--- src/rtl/legalizer_pkg.sv ---
`default_nettype none

package legalizer_pkg;

    // ------------------------------------------------------------------
    // bus geometry
    // ------------------------------------------------------------------
    // byte address and transfer length width
    localparam int unsigned AddrWidth        = 32;
    // data bus width in bits
    localparam int unsigned DataWidth        = 32;
    // bytes per beat
    localparam int unsigned StrbWidth        = DataWidth / 8;
    // address bits inside one beat
    localparam int unsigned OffsetWidth      = $clog2(StrbWidth);

    // ------------------------------------------------------------------
    // page limits
    // ------------------------------------------------------------------
    // axi4 incr burst limit in beats
    localparam int unsigned MaxBeatsPerBurst = 256;
    // log2 of the burst limit, the page width when no reduction is asked
    localparam int unsigned DefaultLlen      = $clog2(MaxBeatsPerBurst);
    // a page never spans more than 4 KiB or 256 beats
    localparam int unsigned PageSize         = (MaxBeatsPerBurst * StrbWidth > 4096) ?
                                               4096 : MaxBeatsPerBurst * StrbWidth;
    // bits of byte offset inside the largest page
    localparam int unsigned PageAddrWidth    = $clog2(PageSize);
    // width of the reduced page length field
    localparam int unsigned LlenWidth        = 3;

    // ------------------------------------------------------------------
    // vector types
    // ------------------------------------------------------------------
    typedef logic [AddrWidth-1:0]              addr_t;
    typedef logic [PageAddrWidth-1:0]          page_addr_t;
    // one bit wider so that a full page fits
    typedef logic [PageAddrWidth:0]            page_len_t;
    typedef logic [OffsetWidth-1:0]            offset_t;
    // axi len field, beats minus one
    typedef logic [DefaultLlen-1:0]            beats_t;
    typedef logic [LlenWidth-1:0]              llen_t;

endpackage : legalizer_pkg

`default_nettype wire

--- src/rtl/page_boundary_calc.sv ---
`timescale 1ns/10ps
`default_nettype none

module page_boundary_calc (
    // use the reduced page length instead of the full page
    input  wire  logic                     reduce_len_i,
    // log2 of the reduced page length in beats
    input  wire  legalizer_pkg::llen_t      max_llen_i,
    // low address bits of the current burst
    input  wire  legalizer_pkg::page_addr_t page_addr_i,
    // bytes left before the next boundary
    output legalizer_pkg::page_len_t        bytes_to_pb_o
);

    // enough bits to count up to the full page width
    localparam int unsigned PageWidthBits = $clog2(legalizer_pkg::PageAddrWidth + 1);

    logic [PageWidthBits-1:0]   page_width;
    legalizer_pkg::page_len_t   page_size;
    legalizer_pkg::page_addr_t  page_offset;

    // ------------------------------------------------------------------
    // effective page width
    // ------------------------------------------------------------------
    always_comb begin : proc_page_width
        // beat offset bits plus the log2 of the page length in beats
        page_width = PageWidthBits'(legalizer_pkg::OffsetWidth)
                   + (reduce_len_i ? PageWidthBits'(max_llen_i)
                                   : PageWidthBits'(legalizer_pkg::DefaultLlen));
        // clamp to the largest legal page
        if (page_width > PageWidthBits'(legalizer_pkg::PageAddrWidth)) begin
            page_width = PageWidthBits'(legalizer_pkg::PageAddrWidth);
        end
    end

    // page size in bytes
    assign page_size = legalizer_pkg::page_len_t'(1) << page_width;

    // ------------------------------------------------------------------
    // offset inside the page
    // ------------------------------------------------------------------
    // variable part select done bit by bit
    always_comb begin : proc_page_offset
        page_offset = '0;
        for (int i = 0; i < legalizer_pkg::PageAddrWidth; i++) begin
            page_offset[i] = (page_width > PageWidthBits'(i)) ? page_addr_i[i] : 1'b0;
        end
    end

    // distance to the boundary, a full page when aligned
    assign bytes_to_pb_o = page_size - legalizer_pkg::page_len_t'(page_offset);

endmodule : page_boundary_calc

`default_nettype wire

--- src/rtl/burst_cutter.sv ---
`timescale 1ns/10ps
`default_nettype none

module burst_cutter (
    input  wire  logic                      clk_i,
    input  wire  logic                      rst_i,
    // drop the remaining transfer
    input  wire  logic                      kill_i,
    // load a new transfer, wins over step and kill
    input  wire  logic                      accept_i,
    input  wire  legalizer_pkg::addr_t      load_addr_i,
    input  wire  legalizer_pkg::addr_t      load_length_i,
    // advance by one burst
    input  wire  logic                      step_i,
    // largest burst in bytes allowed at the current address
    input  wire  legalizer_pkg::page_len_t  bytes_possible_i,
    // page bits of the current address, to the boundary calculator
    output legalizer_pkg::page_addr_t       page_addr_o,
    // burst fields
    output legalizer_pkg::addr_t            addr_o,
    output legalizer_pkg::beats_t           len_o,
    output legalizer_pkg::offset_t          offset_o,
    output legalizer_pkg::offset_t          tailer_o,
    // current burst is the last one
    output logic                            done_o,
    output logic                            busy_o
);

    // remaining transfer
    legalizer_pkg::addr_t      length_d, length_q;
    legalizer_pkg::addr_t      addr_d,   addr_q;
    logic                      valid_d,  valid_q;

    // bytes of the current burst
    legalizer_pkg::page_len_t  num_bytes;
    // end of the burst counted from the aligned address
    legalizer_pkg::page_len_t  end_bytes;
    legalizer_pkg::offset_t    addr_offset;
    logic                      tf_ena;

    // ------------------------------------------------------------------
    // cut the next burst
    // ------------------------------------------------------------------
    always_comb begin : proc_cut
        // default keep state
        length_d = length_q;
        addr_d   = addr_q;
        valid_d  = valid_q;
        done_o   = 1'b0;

        if (length_q > legalizer_pkg::addr_t'(bytes_possible_i)) begin
            // more left than fits before the boundary
            num_bytes = bytes_possible_i;
            length_d  = length_q - legalizer_pkg::addr_t'(bytes_possible_i);
            addr_d    = addr_q + legalizer_pkg::addr_t'(bytes_possible_i);
        end else begin
            // rest fits in this burst
            num_bytes = length_q[legalizer_pkg::PageAddrWidth:0];
            valid_d   = 1'b0;
            done_o    = 1'b1;
        end

        // kill drops what is left
        if (kill_i) begin
            length_d = '0;
            addr_d   = '0;
            valid_d  = 1'b0;
            done_o   = 1'b1;
        end

        // refill from the request
        if (accept_i) begin
            length_d = load_length_i;
            addr_d   = load_addr_i;
            valid_d  = 1'b1;
        end
    end

    assign tf_ena = step_i | kill_i | accept_i;

    // ------------------------------------------------------------------
    // state
    // ------------------------------------------------------------------
    always_ff @(posedge clk_i) begin : proc_state
        if (rst_i) begin
            length_q <= '0;
            addr_q   <= '0;
            valid_q  <= 1'b0;
        end else if (tf_ena) begin
            length_q <= length_d;
            addr_q   <= addr_d;
            valid_q  <= valid_d;
        end
    end

    // ------------------------------------------------------------------
    // burst fields
    // ------------------------------------------------------------------
    assign addr_offset = addr_q[legalizer_pkg::OffsetWidth-1:0];
    assign page_addr_o = addr_q[legalizer_pkg::PageAddrWidth-1:0];
    // burst stays inside one page, so the sum never overflows
    assign end_bytes   = num_bytes + legalizer_pkg::page_len_t'(addr_offset);

    // beat aligned start address
    assign addr_o   = {addr_q[legalizer_pkg::AddrWidth-1:legalizer_pkg::OffsetWidth],
                       {legalizer_pkg::OffsetWidth{1'b0}}};
    assign len_o    = legalizer_pkg::beats_t'((end_bytes - 1'b1) >> legalizer_pkg::OffsetWidth);
    assign offset_o = addr_offset;
    assign tailer_o = end_bytes[legalizer_pkg::OffsetWidth-1:0];
    assign busy_o   = valid_q;

    // an empty request would issue a bogus burst of 256 beats
    a_nonzero_length : assert property (@(posedge clk_i) disable iff (rst_i)
        accept_i |-> (load_length_i != '0));

endmodule : burst_cutter

`default_nettype wire

--- src/rtl/legalizer_ctrl.sv ---
`timescale 1ns/10ps
`default_nettype none

module legalizer_ctrl (
    input  wire  logic                      clk_i,
    input  wire  logic                      rst_i,
    // request and burst handshakes
    input  wire  logic                      valid_i,
    input  wire  logic                      r_ready_i,
    input  wire  logic                      w_ready_i,
    input  wire  logic                      flush_i,
    // request options
    input  wire  logic                      req_decouple_rw_i,
    input  wire  logic                      req_src_reduce_len_i,
    input  wire  logic                      req_dst_reduce_len_i,
    input  wire  legalizer_pkg::llen_t      req_src_max_llen_i,
    input  wire  legalizer_pkg::llen_t      req_dst_max_llen_i,
    // distance to each side's boundary
    input  wire  legalizer_pkg::page_len_t  r_bytes_to_pb_i,
    input  wire  legalizer_pkg::page_len_t  w_bytes_to_pb_i,
    // cutter status
    input  wire  logic                      r_done_i,
    input  wire  logic                      w_done_i,
    input  wire  logic                      r_busy_i,
    input  wire  logic                      w_busy_i,
    // registered options to the boundary calculators
    output logic                            src_reduce_len_o,
    output logic                            dst_reduce_len_o,
    output legalizer_pkg::llen_t            src_max_llen_o,
    output legalizer_pkg::llen_t            dst_max_llen_o,
    // burst limit handed back to each cutter
    output legalizer_pkg::page_len_t        r_bytes_possible_o,
    output legalizer_pkg::page_len_t        w_bytes_possible_o,
    // flow control
    output logic                            accept_o,
    output logic                            r_step_o,
    output logic                            w_step_o,
    output logic                            r_valid_o,
    output logic                            w_valid_o,
    output logic                            ready_o
);

    // options of the running transfer
    logic                  decouple_q;
    legalizer_pkg::page_len_t c_bytes_to_pb;

    always_ff @(posedge clk_i) begin : proc_opt
        if (rst_i) begin
            decouple_q       <= 1'b0;
            src_reduce_len_o <= 1'b0;
            dst_reduce_len_o <= 1'b0;
            src_max_llen_o   <= '0;
            dst_max_llen_o   <= '0;
        end else if (accept_o) begin
            decouple_q       <= req_decouple_rw_i;
            src_reduce_len_o <= req_src_reduce_len_i;
            dst_reduce_len_o <= req_dst_reduce_len_i;
            src_max_llen_o   <= req_src_max_llen_i;
            dst_max_llen_o   <= req_dst_max_llen_i;
        end
    end

    // ------------------------------------------------------------------
    // coupling
    // ------------------------------------------------------------------
    // nearer of the two boundaries
    assign c_bytes_to_pb = (r_bytes_to_pb_i > w_bytes_to_pb_i) ? w_bytes_to_pb_i
                                                               : r_bytes_to_pb_i;
    assign r_bytes_possible_o = decouple_q ? r_bytes_to_pb_i : c_bytes_to_pb;
    assign w_bytes_possible_o = decouple_q ? w_bytes_to_pb_i : c_bytes_to_pb;

    // ------------------------------------------------------------------
    // flow control
    // ------------------------------------------------------------------
    always_comb begin : proc_flow
        if (decouple_q) begin
            // each side runs on its own ready
            r_step_o = r_ready_i & !flush_i;
            w_step_o = w_ready_i & !flush_i;
        end else begin
            // both sides move together or not at all
            r_step_o = r_ready_i & w_ready_i & !flush_i;
            w_step_o = r_step_o;
        end
        r_valid_o = r_busy_i & r_step_o;
        w_valid_o = w_busy_i & w_step_o;
    end

    // new request only once both sides issue their last burst
    assign ready_o  = r_done_i & w_done_i & r_ready_i & w_ready_i & !flush_i;
    assign accept_o = ready_o & valid_i;

    // coupled sides start and finish together, so their valids agree
    a_coupled_valids : assert property (@(posedge clk_i) disable iff (rst_i)
        !decouple_q |-> (r_valid_o == w_valid_o));

endmodule : legalizer_ctrl

`default_nettype wire

--- src/rtl/burst_legalizer.sv ---
`timescale 1ns/10ps
`default_nettype none

module burst_legalizer (
    input  wire  logic                      clk_i,
    input  wire  logic                      rst_i,
    // 1d copy request
    input  wire  legalizer_pkg::addr_t      req_length_i,
    input  wire  legalizer_pkg::addr_t      req_src_addr_i,
    input  wire  legalizer_pkg::addr_t      req_dst_addr_i,
    input  wire  logic                      req_decouple_rw_i,
    input  wire  logic                      req_src_reduce_len_i,
    input  wire  logic                      req_dst_reduce_len_i,
    input  wire  legalizer_pkg::llen_t      req_src_max_llen_i,
    input  wire  legalizer_pkg::llen_t      req_dst_max_llen_i,
    input  wire  logic                      valid_i,
    output logic                            ready_o,
    // read bursts
    output logic                            r_valid_o,
    output legalizer_pkg::addr_t            r_addr_o,
    output legalizer_pkg::beats_t           r_len_o,
    output legalizer_pkg::offset_t          r_offset_o,
    output legalizer_pkg::offset_t          r_tailer_o,
    input  wire  logic                      r_ready_i,
    // write bursts
    output logic                            w_valid_o,
    output legalizer_pkg::addr_t            w_addr_o,
    output legalizer_pkg::beats_t           w_len_o,
    output legalizer_pkg::offset_t          w_offset_o,
    output legalizer_pkg::offset_t          w_tailer_o,
    output logic                            w_last_o,
    input  wire  logic                      w_ready_i,
    // stall and abort
    input  wire  logic                      flush_i,
    input  wire  logic                      kill_i,
    output logic                            r_busy_o,
    output logic                            w_busy_o
);

    // registered options
    logic                       src_reduce_len, dst_reduce_len;
    legalizer_pkg::llen_t       src_max_llen,   dst_max_llen;
    // boundary path
    legalizer_pkg::page_addr_t  r_page_addr,    w_page_addr;
    legalizer_pkg::page_len_t   r_bytes_to_pb,  w_bytes_to_pb;
    legalizer_pkg::page_len_t   r_bytes_possible, w_bytes_possible;
    // cutter control and status
    logic                       accept, r_step, w_step;
    logic                       r_done, w_done;

    // ------------------------------------------------------------------
    // page boundaries
    // ------------------------------------------------------------------
    page_boundary_calc i_src_page (
        .reduce_len_i  ( src_reduce_len ),
        .max_llen_i    ( src_max_llen   ),
        .page_addr_i   ( r_page_addr    ),
        .bytes_to_pb_o ( r_bytes_to_pb  )
    );

    page_boundary_calc i_dst_page (
        .reduce_len_i  ( dst_reduce_len ),
        .max_llen_i    ( dst_max_llen   ),
        .page_addr_i   ( w_page_addr    ),
        .bytes_to_pb_o ( w_bytes_to_pb  )
    );

    // ------------------------------------------------------------------
    // read and write cutters
    // ------------------------------------------------------------------
    burst_cutter i_src_cut (
        .clk_i, .rst_i, .kill_i,
        .accept_i         ( accept           ),
        .load_addr_i      ( req_src_addr_i   ),
        .load_length_i    ( req_length_i     ),
        .step_i           ( r_step           ),
        .bytes_possible_i ( r_bytes_possible ),
        .page_addr_o      ( r_page_addr      ),
        .addr_o           ( r_addr_o         ),
        .len_o            ( r_len_o          ),
        .offset_o         ( r_offset_o       ),
        .tailer_o         ( r_tailer_o       ),
        .done_o           ( r_done           ),
        .busy_o           ( r_busy_o         )
    );

    burst_cutter i_dst_cut (
        .clk_i, .rst_i, .kill_i,
        .accept_i         ( accept           ),
        .load_addr_i      ( req_dst_addr_i   ),
        .load_length_i    ( req_length_i     ),
        .step_i           ( w_step           ),
        .bytes_possible_i ( w_bytes_possible ),
        .page_addr_o      ( w_page_addr      ),
        .addr_o           ( w_addr_o         ),
        .len_o            ( w_len_o          ),
        .offset_o         ( w_offset_o       ),
        .tailer_o         ( w_tailer_o       ),
        .done_o           ( w_done           ),
        .busy_o           ( w_busy_o         )
    );

    // final write burst of the transfer
    assign w_last_o = w_done;

    // ------------------------------------------------------------------
    // control
    // ------------------------------------------------------------------
    legalizer_ctrl i_ctrl (
        .clk_i, .rst_i, .valid_i, .r_ready_i, .w_ready_i, .flush_i,
        .req_decouple_rw_i, .req_src_reduce_len_i, .req_dst_reduce_len_i,
        .req_src_max_llen_i, .req_dst_max_llen_i,
        .r_bytes_to_pb_i    ( r_bytes_to_pb    ),
        .w_bytes_to_pb_i    ( w_bytes_to_pb    ),
        .r_done_i           ( r_done           ),
        .w_done_i           ( w_done           ),
        .r_busy_i           ( r_busy_o         ),
        .w_busy_i           ( w_busy_o         ),
        .src_reduce_len_o   ( src_reduce_len   ),
        .dst_reduce_len_o   ( dst_reduce_len   ),
        .src_max_llen_o     ( src_max_llen     ),
        .dst_max_llen_o     ( dst_max_llen     ),
        .r_bytes_possible_o ( r_bytes_possible ),
        .w_bytes_possible_o ( w_bytes_possible ),
        .accept_o           ( accept           ),
        .r_step_o           ( r_step           ),
        .w_step_o           ( w_step           ),
        .r_valid_o, .w_valid_o, .ready_o
    );

endmodule : burst_legalizer

`default_nettype wire

--- config.mk ---
export PLATFORM = sky130hd
export DESIGN_NAME = burst_legalizer
export DESIGN_NICKNAME = d
export VERILOG_FILES = /design/src/rtl/legalizer_pkg.sv /design/src/rtl/page_boundary_calc.sv /design/src/rtl/burst_cutter.sv /design/src/rtl/legalizer_ctrl.sv /design/src/rtl/burst_legalizer.sv
export SDC_FILE = /design/constraint.sdc
export NUM_CORES = 1
export LEC_CHECK = 0
export BUFFER_PORTS_ARGS = -buffer_cell sky130_fd_sc_hd__buf_2
export CAP_MARGIN = 40
export CORE_UTILIZATION = 52
export CTS_BUF_LIST = sky130_fd_sc_hd__clkbuf_16
export CTS_CLUSTER_DIAMETER = 200
export DETAILED_ROUTE_END_ITERATION = 6
export PLACE_DENSITY_LB_ADDON = 0.3
export SLEW_MARGIN = 10
export SYNTH_ARGS = -nofsm -noshare
export SYNTH_HDL_FRONTEND = slang
export SYNTH_SLANG_ARGS = --single-unit
--- constraint.sdc ---
create_clock -name clk_i -period 9.2 [get_ports clk_i]
set_clock_uncertainty 0.2 [all_clocks]
set_input_delay 0.92 -clock clk_i [delete_from_list [all_inputs] [get_ports clk_i]]
set_output_delay 0.92 -clock clk_i [all_outputs]
set_load 0.05 [all_outputs]
# After elaboration in Yosys (flattened, before gate mapping)
# Index checks and enable logic that the tools add are counted.
# word_totals
reg_bits,139
inputBits,112
output_inout_bits,94
# op_classes
add_sub_neg,12
n_lt_le_gt_ge,25
eq_ne,2
n_shift,2
mux,53
n_bitwise,15
n_reduce_logical,7
# op_table
cell,count
$mux 32,12
$add 32x11->32,2
$gt 32x11->1,2
$sub 32x11->32,2
$mux 11,3
$gt 4x3->1 const B,8
$mux 1,32
$gt 4x4->1 const B,6
$shl 1x4->11 const A,2
$sub 11x10->11,2
$add 10x2->10,2
$mux 10,2
$sub 10x1->10 const B,2
$gt 4x1->1 const B,4
$gt 4x2->1 const B,4
$mux 4,4
$and 1x1->1,11
$gt 11x11->1,1
$add 2x4->4 const A,2
$reduce_and 2->1,4
$ne 3x2->1 const B,2
$reduce_bool 3->1,2
$or 1x1->1,4
$logic_not 1->1,1

# Depth between registers and ports, before layout
# depth
depth_word,20
depth_mapped,47

# Modules after synthesis
# From an unflattened synthesis, not the netlist that was laid out.
# unflattened
hier_cells,1685
hier_area_um2,12658.4
# modules_own_cells
mod,instances,cells_each,area_each_um2
burst_cutter at i_dst_cut,1,684,5253.8
burst_cutter at i_src_cut,1,673,5054.8
legalizer_ctrl,1,117,948.4
page_boundary_calc at i_dst_page,1,107,703.2
page_boundary_calc at i_src_page,1,104,698.2

# Worst setup path after synthesis
# OpenSTA, ideal clock, no wires.
# synth_timing
kind,flip-flop to output port
start,register i_ctrl.src_max_llen_o[1]
end,output w_len_o[7]
arrival_time_ps,9547
setup_slack_ps,-1467
path_stages_with_launch,46
path_buffers,4
cell_sequence,dfxtp_1 clkbuf_1 and2_1 ha_1 nor2b_1 nor2b_1 nand2_1 and2_1 ha_1 fa_1 nand2b_1 a21oi_1 o31a_1 o21a_1 nor2_1 o21bai_1 a21oi_1 xor2_1 [10 not listed] fa_1 a21oi_1 o22ai_1 nor2_1 o21a_1 o21ai_1 clkbuf_1 clkbuf_1 nand2_1 o21ai_0 ha_1 fa_1 nor2_1 o21ai_0 and4bb_1 and3_1 a22oi_1 xnor2_1
# synth_via
elab_chain_cells,14
word_cells_on_any_way,33
# synth_rtl
element,line_no,source
from (decl),legalizer_ctrl.sv:29,"output legalizer_pkg::llen_t src_max_llen_o,"
from (signal assigned),legalizer_ctrl.sv:58,src_max_llen_o <= req_src_max_llen_i;
$mux 4 *,page_boundary_calc.sv:28,+ (reduce_len_i ? PageWidthBits'(max_llen_i)
$add 2x4->4 *,page_boundary_calc.sv:28,
$gt 4x4->1,page_boundary_calc.sv:31,if (page_width > PageWidthBits'(legalizer_pkg::PageAddrWidth)) begin
$mux 4 *,page_boundary_calc.sv:31,
$gt 4x1->1 (tied with other cells),page_boundary_calc.sv:46,page_offset[i] = (page_width > PageWidthBits'(i)) ? page_addr_i[i] : 1'b0;
$mux 1,page_boundary_calc.sv:46,
$sub 11x10->11 *,page_boundary_calc.sv:51,assign bytes_to_pb_o = page_size - legalizer_pkg::page_len_t'(page_offset);
$gt 11x11->1,legalizer_ctrl.sv:67,assign c_bytes_to_pb = (r_bytes_to_pb_i > w_bytes_to_pb_i) ? w_bytes_to_pb_i
$mux 11 *,legalizer_ctrl.sv:67,
$mux 11 *,legalizer_ctrl.sv:70,assign w_bytes_possible_o = decouple_q ? w_bytes_to_pb_i : c_bytes_to_pb;
$gt 32x11->1,burst_cutter.sv:51,if (length_q > legalizer_pkg::addr_t'(bytes_possible_i)) begin
$mux 10 *,burst_cutter.sv:51,
$add 10x2->10 *,burst_cutter.sv:102,assign end_bytes = num_bytes + legalizer_pkg::page_len_t'(addr_offset);
net w_tailer_o[1],burst_legalizer.sv:30,"output legalizer_pkg::offset_t w_tailer_o,"
$sub 10x1->10 *,burst_cutter.sv:107,assign len_o = legalizer_pkg::beats_t'((end_bytes - 1'b1) >> legalizer_pkg::OffsetWidth);
to (decl),burst_legalizer.sv:28,"output legalizer_pkg::beats_t w_len_o,"
# The timed path passes the listed nets; every way through them passes the cells marked *.

# Worst setup path after layout
# layout_timing
start,register i_ctrl.src_reduce_len_o
end,output r_len_o[7]
# layout_via
elab_chain_cells,14
word_cells_on_any_way,33
# layout_rtl
element,line_no,source
from (decl),legalizer_ctrl.sv:27,"output logic src_reduce_len_o,"
from (signal assigned),legalizer_ctrl.sv:56,src_reduce_len_o <= req_src_reduce_len_i;
$mux 4 *,page_boundary_calc.sv:28,
$add 2x4->4 *,page_boundary_calc.sv:28,
$gt 4x4->1,page_boundary_calc.sv:31,
$mux 4 *,page_boundary_calc.sv:31,
$gt 4x1->1 (tied with other cells),page_boundary_calc.sv:46,
$mux 1,page_boundary_calc.sv:46,
$sub 11x10->11 *,page_boundary_calc.sv:51,
$gt 11x11->1,legalizer_ctrl.sv:67,
$mux 11,legalizer_ctrl.sv:67,
$mux 11 *,legalizer_ctrl.sv:69,assign r_bytes_possible_o = decouple_q ? r_bytes_to_pb_i : c_bytes_to_pb;
$gt 32x11->1,burst_cutter.sv:51,
$mux 10 *,burst_cutter.sv:51,
$add 10x2->10 *,burst_cutter.sv:102,
$sub 10x1->10 *,burst_cutter.sv:107,
to (decl),burst_legalizer.sv:21,"output legalizer_pkg::beats_t r_len_o,"
# Every way passes the cells marked *; elsewhere a longest branch is shown, timed or not.

==> results.md <==
- Status: finished with violations
- Failing checks: DRC, setup timing
- Vias: 14300
- Max cap viols: 0
- Drt initial violations: 1470
- Clock Tree Root: clkbuf_16
- CP Max Fanout: 6
- Layout cells sized above 1: 0.306
- Mean Syn Cell Area: 7.27 sq um
- Post-Place Setup Slack: -0.192 ns
- R2r worst-path depth: 40
- Worst Setup SP: i_ctrl.src_reduce_len_o
- PortBufs: 201
- Min Hold Slack: roughly 0.28 ns
- Count of final setup violators: 15
- Buf/Inv on CP: 5
- RSZ-0062 raised after global routing: true
- Pre-Repair DR Iteration Count: 7
- CP Capture Point: r_len_o[7]
- Number of flops mapped to enable cells by yosys: 0
- Fin. Hold Viols: 0
- Critical register-to-register path startpoint: i_ctrl.src_reduce_len_o
- Die width: 154 um
- Final-stage net count: around 2200
- CTS tree: yes
- Async set-reset flop share out of synthesis: 0
- Crit path DAT: 8.53 ns
- Crit path kind: reg2out
- Clk_lat worst skew: approximately 0.44 ns
- Wire per inst: 19.8 um
- Vias/cell: 6.33
- Dpl cells: between 2000 and 2500
- Final antenna-violating net count: 0
- Pin count of the biggest net entering global routing: 73
- CTS Hold Bufs: 0
- Gpl congestion: 0.981
- Vias in the first global route: 12900
- Die area: 0.0236 sq mm
- Core Area: between 0.02 and 0.025 sq mm
- # IOs: 206
- Worst flop-to-flop path endpoint: i_dst_cut.addr_q[27]
- Sum Neg Setup Slack: -3.62 ns
- Worst setup SP type: flip-flop
- Clk sinks: 139
- Clock Tree Buf Depth: 2
- Starting density of the core: 0.530
- Worst Tran Pin Value: 0.863 ns
- Die H: 154 um
- Post-route setup slack: -0.448 ns
- Minimum clock period: roughly 9.6 ns
- DRC: 2
- First-pass GRT wire length: between 60 and 70 mm
- DP HPWL: between 30 and 40 mm
- Fin cells: between 2000 and 2500
- CTS H-tree depth: 4
- Relative max-transition margin: 0.424
- Flop-to-flop setup slack: 0.84 ns
- GRT Total Usage: 0.352
- Final Max Slew Viols: 0
- Initial antenna violation count: 0
- Synth Flop Type: dfxtp_1
- Commonest non-fill, non-tap cell in the layout: buf_2
- WP depth: between 40 and 50
- Critical-path top delay cell: dfxtp_2
- Worst path max stage delay: between 0.3 and 0.4 ns
- Crit end category: primary output
- Min-Delay Path Class: reg2reg
- FP Rows: 55
- Cts bufs inserted: 17
- Final period utilization: 1.05
- Final wirelength: 44.5 mm
- Most used cell, CP: ha_4
- Fmax: 104 MHz
- Synth Warn #: 0
- Seq cells post-synth: 139
- Worst EP required: 8.08 ns
- Area grow syn2layout: 34.5%
- Clock-pin slew on the worst setup and hold paths: 0.07 ns
- Count of cell types in the netlist: 76
- Antenna diodes: 0
- Synthesized area: 0.0120 sq mm
- Sequential-to-total area share from yosys stat: 0.233
- Overflow after GRT: 0
- Cells after synthesis: roughly 1600
- CP top delay family: simple AND/OR/NAND/NOR gates
- Commonest non-fill, non-tap cells in the layout: 187 x buf_2, 159 x nand2_1, 156 x buf_4, 154 x a21oi_1, 149 x nor2_1
==> worst register-to-register path, delay by kind of cell, from the launching register on <==
family          cells  cell delay (ns)
buf+inv             8             1.42
compound gates     12             1.84
fa+ha+maj           4             0.96
xor+xnor            1             0.21
flops               1             0.36
mux                 1             0.25
simple gates       14             3.01
==> layer usage <==
layer  GRT usage  vias to the layer above  share of wire
li1            -                     6612              -
met3      0.0423                      140          0.096
met5           0                        -              0
met4       0.150                        0          0.040
met1       0.464                     6658           0.39
met2       0.580                      840           0.47
==> through the flow <==
step	utilization	cell area (sq um)
floorplan	-	12300
detailed placement	0.617	13900
finish	0.713	16100
global placement	0.616	13900
CTS	0.677	15300
global route	0.713	16100
==> area by class of cell <==
cell class	instances	area, sq um
multi-input cells	1348	9620
fillers	1779	6490
flip-flops and latches	139	2790
repair buffers	368	2410
clock buffers	17	425
well taps	285	357
inverters	81	304
clock inverters	14	174
==> cells by family (layout without fill, tap and decap cells) <==
group                      after synthesis  after routing  share of synthesized area
other                                    1              4                   0.000314
AOI/OAI and AO/OA                      486            486                      0.257
and+or+nand+nor                        637            637                      0.254
buffers and inverters                  161            480                     0.0541
DFF                                    139            139                      0.233
muxes                                   38             38                     0.0333
adders and majority gates               89             89                     0.0981
xor gates and xnor gates                94             94                     0.0701
==> sequential cells by signal, summed over array words and instances (netlist names) <==
name / cells
i_ctrl.decouple_q: 1
i_ctrl.dst_max_llen_o: 3
i_ctrl.dst_reduce_len_o: 1
i_ctrl.src_max_llen_o: 3
i_ctrl.src_reduce_len_o: 1
i_dst_cut.addr_q: 32
i_dst_cut.busy_o: 1
i_dst_cut.length_q: 32
i_src_cut.addr_q: 32
i_src_cut.busy_o: 1
i_src_cut.length_q: 32
==> how the worst min path moves through the flow <==
stage / start / endpoint / slack (ns) / depth (start not counted)
floorplan: i_ctrl.dst_max_llen_o[2] / i_ctrl.dst_max_llen_o[2] / 0.24 / 2
global placement: i_ctrl.dst_max_llen_o[2] / i_ctrl.dst_max_llen_o[2] / 0.25 / 2
detailed placement: i_ctrl.dst_max_llen_o[2] / i_ctrl.dst_max_llen_o[2] / 0.26 / 2
CTS: i_ctrl.dst_max_llen_o[2] / i_ctrl.dst_max_llen_o[2] / 0.28 / 2
global route: i_ctrl.src_reduce_len_o / i_ctrl.src_reduce_len_o / 0.31 / 2
finish: i_ctrl.dst_max_llen_o[2] / i_ctrl.dst_max_llen_o[2] / 0.28 / 2
==> synth_stat cells (13+ instances only) <==
cell,n,share of area
nand3_1,41,0.017
o21ai_0,86,0.036
xnor2_1,54,0.040
a221oi_1,28,0.021
buf_2,22,0.0092
mux2_2,14,0.013
nand4_1,18,0.0094
nand2_1,166,0.052
a21o_1,24,0.015
dfxtp_1,139,0.23
o31ai_1,15,0.0094
nor2_1,163,0.051
o211ai_1,13,0.0082
and2_1,16,0.0084
nor3_1,106,0.044
ha_1,81,0.085
mux2i_1,24,0.020
xor2_1,39,0.029
inv_1,81,0.025
and3_1,20,0.010
clkbuf_1,52,0.016
nor2b_1,24,0.013
a21oi_1,168,0.070
a31oi_1,30,0.016
nand2b_1,23,0.012
nor4_1,15,0.0078
a211oi_1,34,0.021
==> repair_timing <==
item                       4_1_cts  5_1_grt
cloned                           2        0
gates resized for setup         83      111
setup endpoints to repair       14       15
pin swaps                       48       62
setup buffers                   52       32
Power is not shown: default switching activity piles up to over one toggle a cycle in this logic, so the estimate is an artifact.
